===== config.mk =====
export PLATFORM = sky130hd
export DESIGN_NAME = hist_top
export DESIGN_NICKNAME = d
export VERILOG_FILES = /design/src/logic/hist_pkg.sv /design/src/logic/hist_top.sv /design/src/logic/hist_readout.sv /design/src/logic/hist_accumulator.sv /design/src/logic/hist_sequencer.sv
export SDC_FILE = /design/constraint.sdc
export NUM_CORES = 1
export LEC_CHECK = 0
export BUFFER_PORTS_ARGS = -buffer_cell sky130_fd_sc_hd__buf_2
export CAP_MARGIN = 0
export CORE_MARGIN = 4
export CORE_UTILIZATION = 59
export CTS_CLUSTER_SIZE = 14
export DETAILED_ROUTE_END_ITERATION = 16
export GPL_TIMING_DRIVEN = 0
export PLACE_DENSITY = 0.75
export SETUP_SLACK_MARGIN = 0.05
export SLEW_MARGIN = 30
export SYNTH_ARGS = -nofsm -noshare
export SYNTH_HDL_FRONTEND = slang
export SYNTH_SLANG_ARGS = --single-unit

===== constraint.sdc =====
create_clock -name clk -period 5 [get_ports clk]
set_clock_uncertainty 0.15 [all_clocks]
set_input_delay 0.5 -clock clk [delete_from_list [all_inputs] [get_ports clk]]
set_output_delay 0.5 -clock clk [all_outputs]
set_load 0.05 [all_outputs]

===== src/logic/hist_pkg.sv =====
package hist_pkg;

    // histogram geometry
    // time bins per pixel histogram
    localparam int NUM_BINS = 8;
    // pixels visited in one acquisition
    localparam int NUM_PIXELS = 4;
    // hits taken per pixel before stepping on
    localparam int HITS_PER_PIXEL = 4;
    // acquisitions per frame, 80 hits per frame in total
    localparam int NUM_ACQ = 5;

    // bin counter limit, counters hold here
    localparam int COUNT_MAX = 15;

    // words per bank, streamed out once per frame
    localparam int FRAME_WORDS = NUM_PIXELS * NUM_BINS;

    // hit bin address from the tdc, 1-based
    typedef logic [3:0] bin_addr_t;

    // pixel index
    typedef logic [1:0] pixel_t;

    // one bin count
    typedef logic [3:0] count_t;

    // word inside one bank
    // pixel-major, low bits are bin minus one
    typedef logic [4:0] word_addr_t;

    // hits seen on the current pixel
    typedef logic [1:0] hit_cnt_t;

    // acquisitions done in the current frame
    typedef logic [2:0] acq_cnt_t;

    // readout fsm states
    typedef enum logic [1:0] {
        IDLE,
        DRAIN,
        STREAM
    } rd_state_t;

endpackage

===== src/logic/hist_top.sv =====
`timescale 1ns/100ps

module hist_top
    import hist_pkg::*;
(
    input  logic      clk,
    input  logic      res,
    input  logic      hit_valid,
    input  bin_addr_t hit_bin,
    output logic      his_num,
    output logic      frame_done,
    output logic      rd_valid,
    output pixel_t    rd_pixel,
    output bin_addr_t rd_bin,
    output count_t    rd_count
);

    // pixel of the hit presented this cycle
    pixel_t cur_pixel;

    // read-and-clear port, readout to accumulator
    logic       clr_en;
    word_addr_t clr_addr;
    count_t     clr_data;

    // hit, pixel and acquisition counting
    // owns frame_done and the bank select
    hist_sequencer u_sequencer (
        .clk        (clk),
        .res        (res),
        .hit_valid  (hit_valid),
        .cur_pixel  (cur_pixel),
        .his_num    (his_num),
        .frame_done (frame_done)
    );

    // two-bank histogram memory
    // accumulates into his_num, clears the other bank
    hist_accumulator u_accumulator (
        .clk       (clk),
        .res       (res),
        .hit_valid (hit_valid),
        .hit_bin   (hit_bin),
        .cur_pixel (cur_pixel),
        .his_num   (his_num),
        .clr_en    (clr_en),
        .clr_addr  (clr_addr),
        .clr_data  (clr_data)
    );

    // drains the finished bank after every frame
    // first word three cycles after frame_done
    hist_readout u_readout (
        .clk        (clk),
        .res        (res),
        .frame_done (frame_done),
        .clr_en     (clr_en),
        .clr_addr   (clr_addr),
        .clr_data   (clr_data),
        .rd_valid   (rd_valid),
        .rd_pixel   (rd_pixel),
        .rd_bin     (rd_bin),
        .rd_count   (rd_count)
    );

endmodule


===== src/logic/hist_readout.sv =====
`timescale 1ns/100ps

module hist_readout
    import hist_pkg::*;
(
    input  logic       clk,
    input  logic       res,
    input  logic       frame_done,
    output logic       clr_en,
    output word_addr_t clr_addr,
    input  count_t     clr_data,
    output logic       rd_valid,
    output pixel_t     rd_pixel,
    output bin_addr_t  rd_bin,
    output count_t     rd_count
);

    rd_state_t state;
    rd_state_t state_nxt;

    // word being cleared this cycle
    word_addr_t addr;
    // same word one cycle later, lines up with clr_data
    word_addr_t rd_word;

    // last word of the bank
    logic last_word;

    assign last_word = (addr == word_addr_t'(FRAME_WORDS - 1));

    // next state
    // frame_done cycle plus one drain cycle give the
    // last hit of the frame time to reach memory
    always_comb begin
        state_nxt = state;
        case (state)
            IDLE: begin
                if (frame_done) begin
                    state_nxt = DRAIN;
                end
            end
            DRAIN: begin
                state_nxt = STREAM;
            end
            STREAM: begin
                // 32 words, one per cycle
                if (last_word) begin
                    state_nxt = IDLE;
                end
            end
            default: begin
                state_nxt = IDLE;
            end
        endcase
    end

    // state and word address
    always_ff @(posedge clk or negedge res) begin
        if (!res) begin
            state <= IDLE;
            addr  <= '0;
        end else begin
            state <= state_nxt;
            if (state == STREAM) begin
                addr <= addr + 1'b1;
            end else begin
                // start every readout at pixel 0 bin 1
                addr <= '0;
            end
        end
    end

    // read and clear one word per streaming cycle
    assign clr_en   = (state == STREAM);
    assign clr_addr = addr;

    // valid follows clr_en by the memory read latency
    always_ff @(posedge clk or negedge res) begin
        if (!res) begin
            rd_valid <= 1'b0;
        end else begin
            rd_valid <= clr_en;
        end
    end

    // address delayed alongside the data
    always_ff @(posedge clk) begin
        rd_word <= addr;
    end

    // split word back into pixel and 1-based bin
    assign rd_pixel = pixel_t'(rd_word / NUM_BINS);
    assign rd_bin   = bin_addr_t'(rd_word % NUM_BINS + 1);
    // count straight from the clear port register
    assign rd_count = clr_data;

endmodule


===== src/logic/hist_accumulator.sv =====
`timescale 1ns/100ps

module hist_accumulator
    import hist_pkg::*;
(
    input  logic       clk,
    input  logic       res,
    input  logic       hit_valid,
    input  bin_addr_t  hit_bin,
    input  pixel_t     cur_pixel,
    input  logic       his_num,
    input  logic       clr_en,
    input  word_addr_t clr_addr,
    output count_t     clr_data
);

    // two banks back to back, bank bit on top of the word address
    count_t mem [2*FRAME_WORDS];

    // tdc bins start at 1
    bin_addr_t bin_m1;
    // word of the incoming hit inside its bank
    word_addr_t hit_word;
    // full memory addresses, bank bit included
    logic [$bits(word_addr_t):0] hit_mem_addr;
    logic [$bits(word_addr_t):0] clr_mem_addr;

    // stage 1, hit registered with the count read for it
    logic                        s1_valid;
    logic [$bits(word_addr_t):0] s1_addr;
    count_t                      s1_cnt;

    // stage 2 result, written at the next edge
    count_t s1_inc;
    // back-to-back hit on the word being written
    logic fwd;

    assign bin_m1 = hit_bin - 1'b1;

    // pixel-major word layout
    assign hit_word = word_addr_t'(cur_pixel * NUM_BINS + bin_m1);

    // hit goes to the bank selected by his_num
    assign hit_mem_addr = {his_num, hit_word};

    // clear port always works on the finished bank
    assign clr_mem_addr = {~his_num, clr_addr};

    // saturating increment
    // stays at COUNT_MAX once reached
    always_comb begin
        if (s1_cnt == count_t'(COUNT_MAX)) begin
            s1_inc = s1_cnt;
        end else begin
            s1_inc = s1_cnt + 1'b1;
        end
    end

    // memory still holds the old count while stage 2 writes,
    // so take the new count straight from the increment
    assign fwd = s1_valid && (s1_addr == hit_mem_addr);

    // stage 1 valid flag
    always_ff @(posedge clk or negedge res) begin
        if (!res) begin
            s1_valid <= 1'b0;
        end else begin
            s1_valid <= hit_valid;
        end
    end

    // stage 1 payload and memory read
    always_ff @(posedge clk) begin
        if (hit_valid) begin
            // bank travels with the hit, a frame flip
            // does not move a hit already in flight
            s1_addr <= hit_mem_addr;
            if (fwd) begin
                s1_cnt <= s1_inc;
            end else begin
                s1_cnt <= mem[hit_mem_addr];
            end
        end
    end

    // read side of the clear port
    // data comes one cycle after clr_en
    always_ff @(posedge clk) begin
        if (clr_en) begin
            clr_data <= mem[clr_mem_addr];
        end
    end

    // memory write side
    // whole memory zeroed on reset, both banks read zero afterwards
    always_ff @(posedge clk or negedge res) begin
        if (!res) begin
            for (int i = 0; i < 2*FRAME_WORDS; i++) begin
                mem[i] <= '0;
            end
        end else begin
            // stage 2, write back the increment
            if (s1_valid) begin
                mem[s1_addr] <= s1_inc;
            end
            // clear on read
            // other bank, so no clash with the write above
            if (clr_en) begin
                mem[clr_mem_addr] <= '0;
            end
        end
    end

endmodule


===== src/logic/hist_sequencer.sv =====
`timescale 1ns/100ps

module hist_sequencer
    import hist_pkg::*;
(
    input  logic   clk,
    input  logic   res,
    input  logic   hit_valid,
    output pixel_t cur_pixel,
    output logic   his_num,
    output logic   frame_done
);

    // hits taken on the current pixel
    hit_cnt_t hit_cnt;
    // acquisitions finished in this frame
    acq_cnt_t acq_cnt;

    // wrap flags of the carry chain
    logic hit_wrap;
    logic pixel_wrap;
    logic acq_wrap;

    // last hit of the pixel
    assign hit_wrap = (hit_cnt == hit_cnt_t'(HITS_PER_PIXEL - 1));
    // last pixel of the acquisition
    assign pixel_wrap = (cur_pixel == pixel_t'(NUM_PIXELS - 1));
    // last acquisition of the frame
    assign acq_wrap = (acq_cnt == acq_cnt_t'(NUM_ACQ - 1));

    // nested counters as one carry chain
    // hit -> pixel -> acquisition -> frame
    // cur_pixel is the pixel register itself, so it is valid
    // for the hit presented in the same cycle
    always_ff @(posedge clk or negedge res) begin
        if (!res) begin
            hit_cnt    <= '0;
            cur_pixel  <= '0;
            acq_cnt    <= '0;
            his_num    <= 1'b0;
            frame_done <= 1'b0;
        end else begin
            // single-cycle pulse
            frame_done <= 1'b0;
            if (hit_valid) begin
                if (!hit_wrap) begin
                    hit_cnt <= hit_cnt + 1'b1;
                end else begin
                    // pixel done, carry into pixel counter
                    hit_cnt <= '0;
                    if (!pixel_wrap) begin
                        cur_pixel <= cur_pixel + 1'b1;
                    end else begin
                        // acquisition done
                        cur_pixel <= '0;
                        if (!acq_wrap) begin
                            acq_cnt <= acq_cnt + 1'b1;
                        end else begin
                            // frame closes on the 80th hit
                            // counters just restart from zero
                            acq_cnt    <= '0;
                            frame_done <= 1'b1;
                            // next hit lands in the other bank
                            his_num    <= ~his_num;
                        end
                    end
                end
            end
        end
    end

endmodule


==> results_dict.tcl <==
set metrics [dict create \
    status "finished clean" \
    initial_utilization_pct 60.0 \
    layout.cells.non_filler 2159 \
    finalNetCount 1769 \
    tightest_slew_ns 1.13 \
    port_buffers 19 \
    worstPathRequired_ns 5.13 \
    timing.rr.end "u_accumulator.mem[249]" \
    synth_cells 1690 \
    crit_arrival_ns 5.04 \
    slew_headroom_pct 24.8 \
    cts.reportedPaths.clkPinSlew_ns 0.06 \
    antenna_found_initial 3 \
    grt_pass1_vias 15300 \
    fmax_mhz 204 \
    synth-main-ff-cell "dfrtp_1" \
    drt_iter0_drc 2664 \
    setup_viol_count_final 0 \
    syn2layout_area_growth_pct 11.0 \
    drc 0 \
    cts_made_buffers 31 \
    antenna_left 0 \
    dieArea_um2 31100 \
    drtPass1Iterations 6 \
    hold-path-cell-count 1 \
    layout_setup_ws_ns 0.0871 \
    start_kind "input port" \
    post_synth.cell_area_avg_um2 9.89 \
    clk-insertion-delay-late_ns 0.59 \
    p_leak_nw 7.57 \
    synth_seq_area_share_pct 44.2 \
    grt_start_max_net_pins 84 \
    drv_slew 0 \
    reg2reg_depth 8 \
    synth_cell_type_count 65 \
    crit_fanout 11 \
    cts_max_level 1 \
    yosys_warnings 0 \
    dieWidth_um 176 \
    syn_nets 1707 \
    die_y_um 176 \
    min_period_ns 4.91 \
    routed-via-count 15800 \
    wl_per_cell_um 34.2 \
    dp_cells 2095 \
    end_kind "flop" \
    fin_util_pct 66.6 \
    synth.cell_area_um2 16700 \
    hold-worst-slack_ns 0.106 \
    peakVddDrop_mv 0.363 \
    p_per_area_nw_per_um2 576 \
    rsz0062_at_grt "no" \
    cts.sinks 293 \
    cts_buffer_depth 3 \
    critPathKind "in2reg" \
    drive_above_1_share_pct 14.5 \
    min_from "hit_valid" \
    r2r_slack_ns 0.70 \
    gp_congestion 1.13 \
    routed_wl_um 73900 \
    reg2reg_from "u_readout.clr_addr[0]" \
    grt.total_usage_pct 47.8 \
    std_cell_rows 61 \
    async_flop_share_pct 93.5 \
    period_share_pct 98.3 \
    cts_setup_buffers 0 \
    cts_tree "yes" \
    vias_per_cell 7.33 \
    finalHoldViolCount 0 \
    max-cap-violations 0 \
    hold_path.class "in2reg" \
    grt.overflow.total 0 \
    synth_edf_count 14 \
    dp_slack_ns -0.425 \
    hold_end "u_accumulator.s1_valid" \
    grt_pass1_wl_um 106000 \
    root_buffer "clkbuf_16" \
    dp_hpwl_um 53100 \
    startpoint "hit_bin[0]" \
    core_area_um2 27900 \
    ios 20 \
    synth_seq_cells 293 \
]
==> per-stage QoR <==
stage	area (µm²)	power, W	TNS [ns]
floorplan	16700	0.00614	0
finish	18500	0.0107	0
detailed placement	17500	0.00799	-0.863
CTS	18500	0.0104	0
global route	18500	0.0109	0
global placement	17300	0.00782	-461.43
==> cells in the mapped netlist (all sizes together), types with 8 or more instances <==
cell | n | area share, %
nor2b | 11 | 0.41
and2 | 8 | 0.30
clkbuf | 82 | 1.8
mux2i | 108 | 6.5
a21oi | 167 | 5.0
buf | 39 | 1.4
nand2b | 8 | 0.30
edfxtp | 14 | 2.5
a211oi | 33 | 1.5
nand3 | 109 | 3.3
mux4 | 99 | 13
dfrtp | 274 | 41
nand4 | 8 | 0.30
ha | 10 | 0.75
a221oi | 14 | 0.73
inv | 14 | 0.33
a22o | 8 | 0.42
mux2 | 23 | 1.6
nor2 | 304 | 6.8
o22ai | 9 | 0.34
nand2 | 194 | 4.4
o21ai | 43 | 1.3
xor2 | 8 | 0.42
a22oi | 18 | 0.81
==> layer usage <==
metal,global-route usage (%),up-vias,routed length (µm)
li1,-,6256,-
met1,61.4,7660,25600
met2,63.2,1470,28700
met3,23.2,430,12500
met4,33.5,6,6980
met5,0,-,47
==> worst max-delay path, cell delays in order <==
cell      delay [ns]
buf_2           0.14
buf_4           0.21
inv_2           0.37
buf_2           0.56
buf_2           0.46
ha_1            0.20
clkbuf_1        0.44
buf_2           0.49
mux4_2          0.43
mux4_1          0.54
mux2_2          0.29
a22oi_1         0.21
o31ai_1         0.18
==> what timing repair did <==
action | in CTS | in global routing
endpoints found under the setup margin | 0 | 2
resized for setup | 0 | 1
hold buffers | 1 | 0
hold endpoints to repair | 72 | 0
==> registers in the layout (all words and copies together), names as in the netlist <==
name,cells
u_sequencer.hit_cnt,2
u_sequencer.his_num,1
u_accumulator.s1_addr,6
u_readout.rd_valid,1
u_readout.state,2
u_accumulator.clr_data,4
u_accumulator.mem,256
u_accumulator.s1_valid,1
u_accumulator.s1_cnt,4
u_readout.rd_word,5
u_sequencer.acq_cnt,3
u_readout.clr_addr,5
u_sequencer.frame_done,1
u_sequencer.cur_pixel,2
==> worst max-delay path by stage <==
| stage | end | slack [ns] |
|---|---|---|
| 2_1_floorplan | u_accumulator.s1_cnt[2] | 1.16 |
| 3_3_place_gp | u_accumulator.mem[37] | -1.71 |
| 3_5_place_dp | u_accumulator.s1_cnt[2] | -0.43 |
| 4_1_cts | u_accumulator.s1_cnt[2] | 0.17 |
| 5_1_grt | u_accumulator.s1_cnt[3] | 0.16 |
| 6_report | u_accumulator.s1_cnt[3] | 0.09 |
==> report_power, final <==
group / switching, W / internal [W] / leakage, nW / total [W]
Sequential: 0.000983 / 0.00323 / 3.82 / 0.00421
Clock: 0.00100 / 0.00136 / 0.510 / 0.00237
Combinational: 0.00262 / 0.00148 / 3.24 / 0.00410
==> logic make-up (layout without fill, tap and decap cells) <==
logic type / after synthesis / count (layout) / share of synthesized area, %
compound gates: 332 / 332 / 12.1
simple gates: 676 / 676 / 17.1
xor+xnor: 14 / 14 / 0.846
buf+inv: 135 / 222 / 3.57
mux: 230 / 230 / 21.5
other cells: 0 / 4 / 0
flops: 293 / 293 / 44.2
fa+ha+maj: 10 / 10 / 0.749
==> area by class of cell <==
type	count	area, µm²
plain buffers	121	554
fillers	2224	9310
flip-flops and latches	293	7380
repair buffers	29	254
diodes	4	10.0
clock buffers	41	863
well taps	378	473
clock inverters	17	171
inverters	14	55.1
multi-input cells	1262	8790
==> layout by cell type (no fill, tap or decap), types with 11 or more instances in the layout <==
cell,count
nor2_1,302
dfrtp_1,274
nand2_1,194
a21oi_1,167
mux2i_1,107
nand3_1,106
mux4_2,95
clkbuf_1,79
o21ai_0,42
buf_2,41
a211oi_1,33
clkbuf_16,31
mux2_2,23
a22oi_1,18
a221oi_1,14
edfxtp_1,14
inv_1,12
nor2b_1,11
(Power assumes the default switching activity.)
